<file path="src/common/shift_consts.svh">
// ----------------------------
// Shift lane constants
// Sizes shared by the issue
// buffer, selector and top.
// ----------------------------

`ifndef SHIFT_CONSTS_SVH
`define SHIFT_CONSTS_SVH

// Number of issue buffer entries.
`define SHIFT_DP 4

// Data width of the integer datapath.
`define SHIFT_XLEN 64

// Architectural register count and index width.
`define SHIFT_NREG 32
`define SHIFT_REG_AW 5

// Width of a buffer index, never below one bit.
`define SHIFT_IDX_W (((`SHIFT_DP) > 1) ? $clog2(`SHIFT_DP) : 1)

`endif

</file>
<file path="src/common/shift_pipe_pkg.sv">
// ----------------------------
// Shift pipeline types
// Execute parameters and the
// write-back record.
// ----------------------------

`include "shift_consts.svh"

package shift_pipe_pkg;

	typedef enum logic [1:0] {
		fun_sll = 2'd0,
		fun_srl = 2'd1,
		fun_sra = 2'd2
	} shift_fun_e;

	// Operands are already resolved, so execute needs no register access.
	typedef struct packed {
		shift_fun_e fun;
		logic is32;
		logic [`SHIFT_REG_AW-1:0] rd;
		logic [`SHIFT_XLEN-1:0] op1;
		logic [`SHIFT_XLEN-1:0] op2;
	} shift_exeparam_t;

	typedef struct packed {
		logic [`SHIFT_REG_AW-1:0] rd;
		logic [`SHIFT_XLEN-1:0] data;
	} shift_wb_t;

endpackage

</file>
<file path="src/hw/shift_issue/shift_issue_select.sv">
// ----------------------------
// Shift issue selector
// Pops the lowest ready slot
// and registers its execute
// parameters.
// ----------------------------

`timescale 1ns/1ps
`include "shift_consts.svh"

module shift_issue_select (
	input  logic CLK,
	input  logic rst_n,
	input  logic flush,

	input  logic [`SHIFT_DP-1:0] slot_ready,
	input  shift_pipe_pkg::shift_exeparam_t slot_param [`SHIFT_DP],

	output logic pop,
	output logic [`SHIFT_IDX_W-1:0] pop_index,

	output logic exe_valid,
	output shift_pipe_pkg::shift_exeparam_t exe_param
);

	// Issue order is by slot index only, age is not tracked.
	always_comb begin
		pop_index = '0;
		for (int i = `SHIFT_DP-1; i >= 0; i--) begin
			if (slot_ready[i]) begin
				pop_index = `SHIFT_IDX_W'(i);
			end
		end
	end

	// The shifter never stalls, so any ready slot issues at once.
	assign pop = (|slot_ready) & ~flush;

	always_ff @(posedge CLK) begin
		if (!rst_n) begin
			exe_valid <= 1'b0;
		end else begin
			exe_valid <= pop; // Low after a flush, since pop is.
		end
	end

	always_ff @(posedge CLK) begin
		if (pop) begin
			exe_param <= slot_param[pop_index];
		end
	end

	// A popped slot must be freed by the buffer, so it never issues twice.
	a_pop_is_ready: assert property (
		@(posedge CLK) disable iff (!rst_n)
		pop |=> $past(slot_ready[pop_index]) && !slot_ready[$past(pop_index)]
	) else $error("popped slot was not ready or did not leave the buffer");

endmodule

</file>
<file path="config.mk">
export PLATFORM = sky130hd
export DESIGN_NAME = shift_issue_select
export DESIGN_NICKNAME = d
export VERILOG_FILES = /design/src/common/shift_pipe_pkg.sv /design/src/hw/shift_issue/shift_issue_select.sv
export VERILOG_INCLUDE_DIRS = /design/src /design/src/common
export SDC_FILE = /design/constraint.sdc
export NUM_CORES = 1
export LEC_CHECK = 0
export ABC_AREA = 1
export BUFFER_PORTS_ARGS = -buffer_cell sky130_fd_sc_hd__buf_2
export CORE_AREA = 2 2 270 272
export CTS_CLUSTER_SIZE = 24
export DETAILED_ROUTE_END_ITERATION = 8
export DIE_AREA = 0 0 272 274
export GPL_TIMING_DRIVEN = 0
export PLACE_DENSITY = 0.46
export SETUP_SLACK_MARGIN = 0.5
export SYNTH_ARGS = -nofsm -noshare
export SYNTH_HDL_FRONTEND = slang
export SYNTH_SLANG_ARGS = --single-unit
</file>
<file path="constraint.sdc">
create_clock -name CLK -period 8.55 [get_ports CLK]
set_input_delay 1.2825 -clock CLK [delete_from_list [all_inputs] [get_ports CLK]]
set_output_delay 1.2825 -clock CLK [all_outputs]
set_load 0.005 [all_outputs]
</file>
==> Flow_metrics.wiki, run 1 <==
{| class="wikitable"
! Metric !! Value
|-
| Mapped Avg Cell Area || 6.261 um2
|-
| Unrepaired setup endpoints after global routing || no
|-
| Number of buffers inserted during clock tree synthesis || 17
|-
| Met3 wire length || 5324 um
|-
| Die height || 274 um
|-
| PwrDens || 142.9 nW/um2
|-
| PnR Total Power || 2.359 mW
|-
| Number of warning messages in the yosys log || 0
|-
| Cell type contributing the most total cell area after synthesis || sky130_fd_sc_hd__edfxtp_1
|-
| Top cells by instance count after synthesis || sky130_fd_sc_hd__inv_1, sky130_fd_sc_hd__nand3_1, sky130_fd_sc_hd__nand2_1, sky130_fd_sc_hd__edfxtp_1, sky130_fd_sc_hd__buf_2
|-
| Critical path required time || 7270 ps
|-
| Met2 routed wirelength || 30230 um
|-
| Routed vias || 13641
|-
| Gr ovfl total || 0
|-
| CP Class || in -> out
|-
| Area added between synthesis and finish || 49.30%
|-
| Register clock-pin slew on the reported worst setup and hold paths || 70 ps
|-
| Library cells used by synthesis || 15
|-
| Synth Area in XOR/XNOR || 0%
|-
| Most used standard cell by instance count after synthesis || sky130_fd_sc_hd__inv_1
|-
| Total number of clock tree sinks || 137
|-
| Number of detailed-routing iterations run before antenna repair || 5
|-
| Die boundary width || 272 um
|-
| Kind of launch point of the worst setup path || input port
|-
| Cell at the root of the clock tree || sky130_fd_sc_hd__clkbuf_16
|-
| Routed len/inst || 17.71 um
|-
| Period Utilization, post-route || 48.29%
|-
| Achievable clock frequency || 242.2 MHz
|-
| Via count of the first global-routing pass || 13017
|-
| Maximum number of pins on one net before global-route repair || 24
|-
| Arrival time of the worst setup path || 2850 ps
|-
| Wire length of the first global-routing pass || 85010 um
|-
| Max_cap viols || 0
|-
| Standard-cell rows || 99
|-
| I/O Buffers || 690
|-
| Post-synthesis compound-gate area fraction || 0.09053%
|-
| Type of the most critical hold path || in -> reg
|-
| Buffers inserted during post-CTS setup optimization || 0
|-
| Net total in the final layout || 3032
|-
| Cells resized by post-CTS repair || 0
|-
| TritonCTS clock tree || done
|-
| Critical Path Fanout Max || 10
|-
| Cts-stage hold buffer count || 0
|-
| Floorplan Core Area || 71970 um2
|-
| Primary flip-flop cell chosen by synthesis mapping || sky130_fd_sc_hd__edfxtp_1
|-
| Maximum clock path buffer count || 2
|-
| Final routed wirelength across all metal layers || 61300 um
|-
| Fraction of the mapped netlist area in simple logic gates || 38.72%
|-
| Estimated wirelength of the detail-placed design || 49490 um
|-
| Lkg Pwr || 9.998 nW
|-
| Effective utilization at floorplan || 15.36%
|-
| Synthesized-area fraction occupied by adder cells || 0%
|-
| Async set-or-reset flop fraction in the synthesized netlist || 0%
|-
| DR DRC count || 0
|-
| Relative slew margins || 37.40%
|-
| Number of H-tree levels || 4
|-
| Share of synthesized area occupied by flip-flops and latches || 37.12%
|-
| Hold violation count in the final report || 0
|-
| Number of register bits inferred by synthesis || 137
|-
| Total routing resource utilization after global routing || 15.81%
|-
| Ratio of routed vias to standard cells || 3.941
|-
| M1 WL || 23980 um
|-
| Post-synthesis cell count || 1766
|-
| I/O pin total || 691
|-
| Main combinational cell family by area after synthesis || simple AND/OR/NAND/NOR gates
|-
| Capturing element type of the critical path || primary output
|-
| Antenna violations before repair || 8
|-
| Final setup violation count || 0
|-
| Final max-slew violation count || 0
|-
| Summed instance area of the synthesized netlist || 11060 um2
|-
| Worst ir drop on vdd || 101.8 uV
|-
| Die Footprint || 74530 um2
|-
| Non-filler instance count after layout || 3461
|-
| Synth top area share || 36.94%
|-
| EDFF count, synth || 136
|-
| Share of cell area taken by muxes after synthesis || 0%
|-
| Post-layout min period || 4129 ps
|-
| Total instance count after detailed placement || 3421
|-
| Final weighted congestion in routability-driven placement || 0.9006
|-
| Hold Worst Slack || 1009 ps
|-
| Post-detailed-route count of antenna-violating nets || 0
|-
| Post-Synthesis Net Count || 2317
|-
| Transition time of the tightest slew-check pin || 938.9 ps
|-
| Initial drt markers || 828
|-
| Area contributors post-synth || sky130_fd_sc_hd__edfxtp_1, sky130_fd_sc_hd__nand3_1, sky130_fd_sc_hd__inv_1
|-
| Outcome || finished clean
|-
| Setup TNS Final || 0 ps
|-
| Fraction of layout cells with a size suffix above 1 || 32.72%
|-
| Final core utilization || 22.94%
|-
| Highest routed layer || met5
|}
metrics by stage:
stage,instance area (um2),setup WS [ps]
after global routing,16490,4242
final,16510,4421
after floorplan,11060,2013
after CTS,16490,4301
after detailed placement,15860,4307
after global placement,15710,-1666
power breakdown:
part           switching (mW)  total [mW]  internal, mW
combinational           0.385       0.648         0.263
clock                   0.351       0.854         0.504
sequential             0.0198       0.857         0.837
sequential cells by signal, indices dropped and copies added (netlist names):
signal / count
exe_param: 136
exe_valid: 1
routing by layer:
layer	GRT usage (%)	vias up
li1	-	6791
met1	18.31	6199
met2	27.46	571
met3	4.563	74
met4	6.102	6
met5	0	-
path summary, 6_finish.rpt:
path                           from            to  slack, ps  cells past startpoint
worst max-delay path  slot_ready[0]  pop_index[1]       4420                      7
worst min-delay path          rst_n     exe_valid       1010                      2
cell usage in the layout, fill, tap and decap left out:
master                       instances
sky130_fd_sc_hd__a21oi_4             1
sky130_fd_sc_hd__and2_1              1
sky130_fd_sc_hd__buf_1               3
sky130_fd_sc_hd__buf_12              4
sky130_fd_sc_hd__buf_16              2
sky130_fd_sc_hd__buf_2             765
sky130_fd_sc_hd__buf_4              11
sky130_fd_sc_hd__buf_6               2
sky130_fd_sc_hd__bufinv_16           4
sky130_fd_sc_hd__clkbuf_1           31
sky130_fd_sc_hd__clkbuf_16          17
sky130_fd_sc_hd__clkbuf_8            2
sky130_fd_sc_hd__clkinv_2            2
sky130_fd_sc_hd__clkinv_4            3
sky130_fd_sc_hd__clkinvlp_4          2
sky130_fd_sc_hd__dfxtp_1             1
sky130_fd_sc_hd__diode_2             8
sky130_fd_sc_hd__edfxtp_1          136
sky130_fd_sc_hd__inv_1             549
sky130_fd_sc_hd__nand2_1           410
sky130_fd_sc_hd__nand2_2             1
sky130_fd_sc_hd__nand3_1           544
sky130_fd_sc_hd__nor2_1              2
sky130_fd_sc_hd__o21ai_1             1
final cells by class:
class | instances | area (um2)
fill | 8368 | 55460
inverter | 549 | 2061
sequential | 137 | 4104
tap | 959 | 1200
buffer | 120 | 600.6
antenna | 8 | 20.02
multi-input combinational | 960 | 4303
timing repair buffer | 696 | 3588
clock inverter | 11 | 171.4
clock buffer | 21 | 460.4
worst max-delay path, stage by stage:
cell	delay (ps)
sky130_fd_sc_hd__buf_2	120
sky130_fd_sc_hd__nor2_1	230
sky130_fd_sc_hd__o21ai_1	150
sky130_fd_sc_hd__inv_1	80
sky130_fd_sc_hd__buf_2	460
sky130_fd_sc_hd__buf_2	340
sky130_fd_sc_hd__buf_2	160
logic make-up (layout without fill, tap and decap cells):
group	Yosys count	in the layout
compound gates	2	2
flops	137	137
buf+inv	669	1397
other cells	0	8
simple gates	958	958
(Power assumes the default switching activity.)
==> run 2: changes to the inputs <==
--- a/config.mk
+++ b/config.mk
@@ -6,14 +6,14 @@
 export SDC_FILE = /design/constraint.sdc
 export NUM_CORES = 1
 export LEC_CHECK = 0
-export ABC_AREA = 1
+export ABC_AREA = 0
 export BUFFER_PORTS_ARGS = -buffer_cell sky130_fd_sc_hd__buf_2
-export CORE_AREA = 2 2 270 272
+export CORE_AREA = 2 2 266 268
 export CTS_CLUSTER_SIZE = 24
 export DETAILED_ROUTE_END_ITERATION = 8
-export DIE_AREA = 0 0 272 274
+export DIE_AREA = 0 0 268 270
 export GPL_TIMING_DRIVEN = 0
-export PLACE_DENSITY = 0.46
+export PLACE_DENSITY = 0.41
 export SETUP_SLACK_MARGIN = 0.5
 export SYNTH_ARGS = -nofsm -noshare
 export SYNTH_HDL_FRONTEND = slang
==> constraint.sdc (replaced) <==
create_clock -name CLK -period 4.2 [get_ports CLK]
set_input_delay 0.63 -clock CLK [delete_from_list [all_inputs] [get_ports CLK]]
set_output_delay 0.63 -clock CLK [all_outputs]
set_load 0.005 [all_outputs]
==> Flow_metrics.wiki, run 2 <==
{| class="wikitable"
! Metric !! Value
|-
| Capturing element type of the critical path || primary output
|-
| Post-synthesis cell count || 311 (-82%)
|-
| Most common cell after layout, fill and taps aside || sky130_fd_sc_hd__buf_2
|-
| Cell repeated most along the worst path || sky130_fd_sc_hd__buf_2
|-
| Initial drt markers || 216 (-74%)
|-
| Top library cells by usage in the layout, fill and taps aside || sky130_fd_sc_hd__buf_2, sky130_fd_sc_hd__mux4_2, sky130_fd_sc_hd__edfxtp_1, sky130_fd_sc_hd__clkbuf_16, sky130_fd_sc_hd__buf_12
|-
| Register clock-pin slew on the reported worst setup and hold paths || 60 ps (about the same)
|-
| Routed vias || 6670 (-51%)
|-
| Standard-cell rows || 97 (-2.0%)
|-
| Wire length of the first global-routing pass || 47380 um (-44%)
|-
| Post-Synthesis Net Count || 862 (-63%)
|-
| Final setup violation count || 0 (unchanged)
|-
| Final routed wirelength across all metal layers || 34890 um (-43%)
|-
| Effective utilization at floorplan || 10.90% (-4.5 points)
|-
| Outcome || finished clean
|-
| Floorplan Core Area || 69540 um2 (-3.4%)
|-
| Routed len/inst || 17.63 um (-0.46%)
|-
| TritonCTS clock tree || done
|-
| PwrDens || 320.1 nW/um2 (+120%)
|-
| Cell internal pwr || 3.054 mW (+90%)
|-
| Arrival time of the worst setup path || 2090 ps (-760 ps)
|-
| Max_cap viols || 0 (unchanged)
|-
| Net total in the final layout || 1576 (-48%)
|-
| Post-layout min period || 2720 ps
|-
| CP cell instances || buf_2, nor2_1, nor3_1, buf_2, buf_2, buf_2
|-
| Hold violation count in the final report || 0 (unchanged)
|-
| Mapped Avg Cell Area || 24.38 um2 (+290%)
|-
| Final weighted congestion in routability-driven placement || 0.8695 (-3.5%)
|-
| Peak per-stage delay on the critical path || 500 ps (+40 ps)
|-
| Cts-stage hold buffer count || 0 (unchanged)
|-
| Kind of launch point of the worst setup path || input port
|-
| Final worst-path setup slack || 1480 ps (-2942 ps)
|-
| Number of register bits inferred by synthesis || 137 (unchanged)
|-
| Unrepaired setup endpoints after global routing || no
|-
| Die boundary width || 268 um (-1.5%)
|-
| Register Area || 4104 um2 (unchanged)
|-
| Buffers inserted during post-CTS setup optimization || 0 (unchanged)
|-
| Transition time of the tightest slew-check pin || 547.7 ps (-391.3 ps)
|-
| Total number of clock tree sinks || 137 (unchanged)
|-
| Top cells by instance count after synthesis || sky130_fd_sc_hd__edfxtp_1, sky130_fd_sc_hd__mux4_2, sky130_fd_sc_hd__buf_2, sky130_fd_sc_hd__buf_12
|-
| Placed cell area || 12320 um2 (-22%)
|-
| Switching Fraction || 25.76% (-6.3 points)
|-
| Estimated wirelength of the detail-placed design || 30090 um (-39%)
|-
| Summed instance area of the synthesized netlist || 7582 um2 (-31%)
|-
| Maximum clock path buffer count || 2 (unchanged)
|-
| Period Utilization, post-route || 64.77%
|-
| Gr ovfl total || 0 (unchanged)
|-
| Type of the most critical hold path || in -> reg
|-
| Antenna violations before repair || 4 (-4)
|-
| I/O pin total || 691 (unchanged)
|-
| Post-detailed-route count of antenna-violating nets || 0 (unchanged)
|-
| Via count of the first global-routing pass || 7425 (-43%)
|-
| Cell area after layout || 12850 um2 (-22%)
|-
| Synth top area share || 53.86% (+17 points)
|-
| Maximum number of pins on one net before global-route repair || 30 (+25%)
|-
| Cells resized by post-CTS repair || 0 (unchanged)
|-
| Combinational share of power || 22.9% (-4.6 points)
|-
| Fillers || 7650 (-8.6%)
|-
| Share of synthesized area occupied by flip-flops and latches || 54.13% (+17 points)
|-
| Lkg Pwr || 5.435 nW (-46%)
|-
| Number of detailed-routing iterations run before antenna repair || 4 (-1)
|-
| Critical Path Fanout Max || 10 (unchanged)
|-
| Power share of the clock group || 34.7% (-1.5 points)
|-
| Library cells used by synthesis || 16 (+1)
|-
| Total instance count after detailed placement || 1946 (-43%)
|-
| Number of flip-flops in the largest register || 136 (unchanged)
|-
| Critical path required time || 3570 ps (-3700 ps)
|-
| Primary flip-flop cell chosen by synthesis mapping || sky130_fd_sc_hd__edfxtp_1
|-
| Non-filler instance count after layout || 1979 (-43%)
|-
| Worst ir drop on vdd || 183.8 uV (+81%)
|-
| Die Footprint || 72360 um2 (-2.9%)
|-
| Critical Path Slowest Stage Cell || sky130_fd_sc_hd__buf_2
|-
| Die height || 270 um (-1.5%)
|-
| Minimum setup slack after placement || 1388 ps (-2919 ps)
|-
| EDFF count, synth || 136 (unchanged)
|-
| Number of H-tree levels || 4 (unchanged)
|-
| Area contributors post-synth || sky130_fd_sc_hd__edfxtp_1, sky130_fd_sc_hd__mux4_2, sky130_fd_sc_hd__buf_12
|-
| DR DRC count || 0 (unchanged)
|-
| Register ranked first by flip-flop count || exe_param
|-
| Relative slew margins || 63.49% (+26 points)
|-
| Achievable clock frequency || 367.6 MHz
|-
| Cell at the root of the clock tree || sky130_fd_sc_hd__clkbuf_16
|-
| Ratio of routed vias to standard cells || 3.370 (-14%)
|-
| Area added between synthesis and finish || 69.49%
|-
| Number of warning messages in the yosys log || 0 (unchanged)
|-
| Number of buffers inserted during clock tree synthesis || 17 (unchanged)
|-
| I/O Buffers || 690 (unchanged)
|-
| Total routing resource utilization after global routing || 9.354% (-6.5 points)
|-
| CP Class || in -> out
|-
| Power share of the sequential group || 42.4% (+6.1 points)
|-
| Fraction of layout cells with a size suffix above 1 || 85.63% (+53 points)
|-
| Async set-or-reset flop fraction in the synthesized netlist || 0% (unchanged)
|-
| Registers with the most flip-flops || exe_param x136, exe_valid x1
|-
| Cell type contributing the most total cell area after synthesis || sky130_fd_sc_hd__edfxtp_1
|-
| Net switching power || 1.060 mW (+40%)
|-
| Area of the multi-input gates || 3131 um2 (-27%)
|-
| Final max-slew violation count || 0 (unchanged)
|}
==> run 2: cells by family after synthesis <==
logic type / count (synthesis) / share of synthesized area, %
buffers and inverters: 31 / 4.736
multiplexers: 136 / 40.40
AO/OA/AOI/OAI: 2 / 0.3135
AND/OR/NAND/NOR: 5 / 0.4290
flip-flops: 137 / 54.13
==> run 2: path summary, 6_finish.rpt <==
| kind | slack (ps) | cells after the start | end | start |
|---|---|---|---|---|
| max | 1480 | 6 | pop_index[1] | slot_ready[3] |
| min | 400 | 2 | exe_valid | rst_n |
==> run 2: routing by layer <==
layer	vias up	part of all wire, %	global-route usage (%)
li1	2902	-	-
met1	3256	34	8.915
met2	467	51	16.83
met3	43	11	4.066
met4	2	3.8	4.940
met5	-	0.020	0
==> run 2: metrics by stage <==
stage                     utilization (%)  power [mW]  hold WS [ps]  setup TNS (ps)
after CTS                           18.47       4.251         332.2               0
after global routing                18.48       4.349         363.6               0
after detailed placement            17.72       2.741         862.5               0
after floorplan                         -       2.165         751.7               0
final                               18.48       4.113         402.0               0
after global placement              17.58       2.733         858.7          -86730
==> run 2: cell type report <==
| cell class | count | area share [%] |
|---|---|---|
| diodes | 2 | 0.03894 |
| plain buffers | 30 | 2.765 |
| clock buffers | 23 | 3.486 |
| inverters | 1 | 0.02921 |
| flip-flops and latches | 137 | 31.93 |
| repair buffers | 695 | 27.65 |
| well taps | 940 | 9.152 |
| multi-input cells | 143 | 24.36 |
| clock inverters | 8 | 0.5842 |
==> run 2: power groups by stage <==
stage	sequential (mW)	clock (mW)	combinational, mW
final	1.74	1.43	0.941
after CTS	1.75	1.53	0.968
after global routing	1.76	1.57	1.02
after detailed placement	1.78	0	0.965
after global placement	1.78	0	0.950
after floorplan	1.79	0	0.372
==> run 2: critical path: cells and delay by family <==
kind,cells,cell delay (ps)
buffers and inverters,4,1180
AND/OR/NAND/NOR,2,280
==> run 3: changes to the inputs <==
==> constraint.sdc (replaced) <==
create_clock -name CLK -period 2.6 [get_ports CLK]
set_input_delay 0.39 -clock CLK [delete_from_list [all_inputs] [get_ports CLK]]
set_output_delay 0.39 -clock CLK [all_outputs]
set_load 0.005 [all_outputs]
==> Flow_metrics.wiki, run 3 (synthesis results as in run 2) <==
{| class="wikitable"
! Metric !! Value
|-
| I/O Buffers || 690 (unchanged)
|-
| DR DRC count || 0 (unchanged)
|-
| Total routing resource utilization after global routing || 10.31% (+0.95 points)
|-
| Period Utilization, post-route || 75.08%
|-
| Final worst-path setup slack || 648.0 ps (-831.6 ps)
|-
| PwrDens || 539.0 nW/um2 (+68%)
|-
| Arrival time of the worst setup path || 2140 ps (+50 ps)
|-
| Net total in the final layout || 1579 (+0.19%)
|-
| Effective utilization at floorplan || 10.90% (unchanged)
|-
| Post-detailed-route count of antenna-violating nets || 0 (unchanged)
|-
| Via count of the first global-routing pass || 7578 (+2.1%)
|-
| Final core utilization || 18.70% (+0.22 points)
|-
| Number of H-tree levels || 4 (unchanged)
|-
| Estimated wirelength of the detail-placed design || 33020 um (+9.7%)
|-
| Register ranked first by flip-flop count || exe_param
|-
| Wire length of the first global-routing pass || 51260 um (+8.2%)
|-
| Register clock-pin slew on the reported worst setup and hold paths || 60 ps (about the same)
|-
| Post-layout min period || 1952 ps
|-
| Number of buffers inserted during clock tree synthesis || 17 (unchanged)
|-
| Critical Path Fanout Max || 10 (unchanged)
|-
| CP Class || in -> reg
|-
| Most common cell after layout, fill and taps aside || sky130_fd_sc_hd__buf_2
|-
| PnR Total Power || 7.008 mW (+70%)
|-
| Area added between synthesis and finish || 71.49%
|-
| Kind of launch point of the worst setup path || input port
|-
| Routed len/inst || 19.19 um (+8.9%)
|-
| Fraction of layout cells with a size suffix above 1 || 85.88% (+0.25 points)
|-
| Initial drt markers || 291 (+35%)
|-
| Lkg Pwr || 5.503 nW (+1.2%)
|-
| Number of flip-flops in the largest register || 136 (unchanged)
|-
| Cts-stage hold buffer count || 0 (unchanged)
|-
| Final setup violation count || 0 (unchanged)
|-
| Total number of clock tree sinks || 137 (unchanged)
|-
| Setup TNS Final || 0 ps (unchanged)
|-
| Minimum setup slack after placement || 25.12 ps (-1363 ps)
|-
| Final max-slew violation count || 0 (unchanged)
|-
| Transition time of the tightest slew-check pin || 422.6 ps (-125.1 ps)
|-
| Die Footprint || 72360 um2 (unchanged)
|-
| Hold violation count in the final report || 0 (unchanged)
|-
| Max_cap viols || 0 (unchanged)
|-
| Gr ovfl total || 0 (unchanged)
|-
| TritonCTS clock tree || done
|-
| I/O pin total || 691 (unchanged)
|-
| Fillers || 7649 (-0.013%)
|-
| Register Area || 4104 um2 (unchanged)
|-
| Achievable clock frequency || 512.3 MHz
|-
| Final weighted congestion in routability-driven placement || 0.9658 (+11%)
|-
| Cell at the root of the clock tree || sky130_fd_sc_hd__clkbuf_16
|-
| Hold Worst Slack || 141.5 ps (-260.5 ps)
|-
| Number of detailed-routing iterations run before antenna repair || 4 (unchanged)
|-
| Area of the multi-input gates || 3138 um2 (+0.24%)
|-
| Standard-cell rows || 97 (unchanged)
|-
| Maximum clock path buffer count || 2 (unchanged)
|-
| Final routed wirelength across all metal layers || 38170 um (+9.4%)
|-
| Outcome || finished clean
|-
| Floorplan Core Area || 69540 um2 (unchanged)
|-
| Ratio of routed vias to standard cells || 3.404 (+1.0%)
|-
| Maximum number of pins on one net before global-route repair || 29 (-3.3%)
|-
| Relative slew margins || 71.83% (+8.3 points)
|-
| Worst ir drop on vdd || 360.6 uV (+96%)
|-
| Routed vias || 6771 (+1.5%)
|-
| Capturing element type of the critical path || register
|-
| Die boundary width || 268 um (unchanged)
|-
| Critical path required time || 2790 ps (-780 ps)
|-
| Top library cells by usage in the layout, fill and taps aside || sky130_fd_sc_hd__buf_2, sky130_fd_sc_hd__mux4_2, sky130_fd_sc_hd__edfxtp_1, sky130_fd_sc_hd__clkbuf_16, sky130_fd_sc_hd__buf_12
|-
| Unrepaired setup endpoints after global routing || no
|-
| Die height || 270 um (unchanged)
|-
| Type of the most critical hold path || in -> reg
|-
| Antenna violations before repair || 14 (+10)
|-
| Registers with the most flip-flops || exe_param x136, exe_valid x1
|}
==> run 3: layout make-up <==
type	instances	area share, %
Antenna cell	8	0.1540
Buffer	30	2.819
Clock buffer	20	3.358
Clock inverter	12	1.338
Inverter	1	0.02887
Multi-Input combinational cell	143	24.13
Sequential cell	137	31.56
Tap cell	940	9.045
Timing Repair Buffer	698	27.56
==> run 3: per-layer routing <==
metal / GRT usage (%) / share of wire (%) / up-vias
li1: - / - / 2921
met1: 10.22 / 34 / 3315
met2: 17.52 / 50 / 459
met3: 4.358 / 11 / 68
met4: 6.822 / 5.3 / 8
met5: 0 / 0.16 / -
==> run 3: what timing repair did <==
item / 4_1_cts / 5_1_grt
cloned: 0 / 0
gates resized for setup: 1 / 3
pin swaps: 1 / 0
endpoints found under the setup margin: 2 / 1
buffers inserted: 1 / 2
==> run 3: path summary, 6_finish.rpt <==
path / startpoint / endpoint / depth (start not counted)
worst max-delay path: slot_ready[3] / exe_param[57] / 7
worst min-delay path: rst_n / exe_valid / 2
==> run 3: power by group <==
part           switching, mW  internal, mW
clock                   1.05          1.60
sequential            0.0631          2.74
combinational          0.656         0.895
==> run 3: critical path, cell delays in order <==
cell and delay (ps):
sky130_fd_sc_hd__buf_2 120, sky130_fd_sc_hd__nor2_1 80, sky130_fd_sc_hd__nor3_1 220, sky130_fd_sc_hd__clkbuf_8 250
sky130_fd_sc_hd__buf_4 240, sky130_fd_sc_hd__buf_2 420, sky130_fd_sc_hd__mux4_2 400
==> run 3: metrics by stage <==
step           cells  cell area [um2]
6_report        1989            13000
5_1_grt         1986            13000
4_1_cts         1979            12960
3_5_place_dp    1946            12340
3_3_place_gp    1941            12230
2_1_floorplan    311             7601
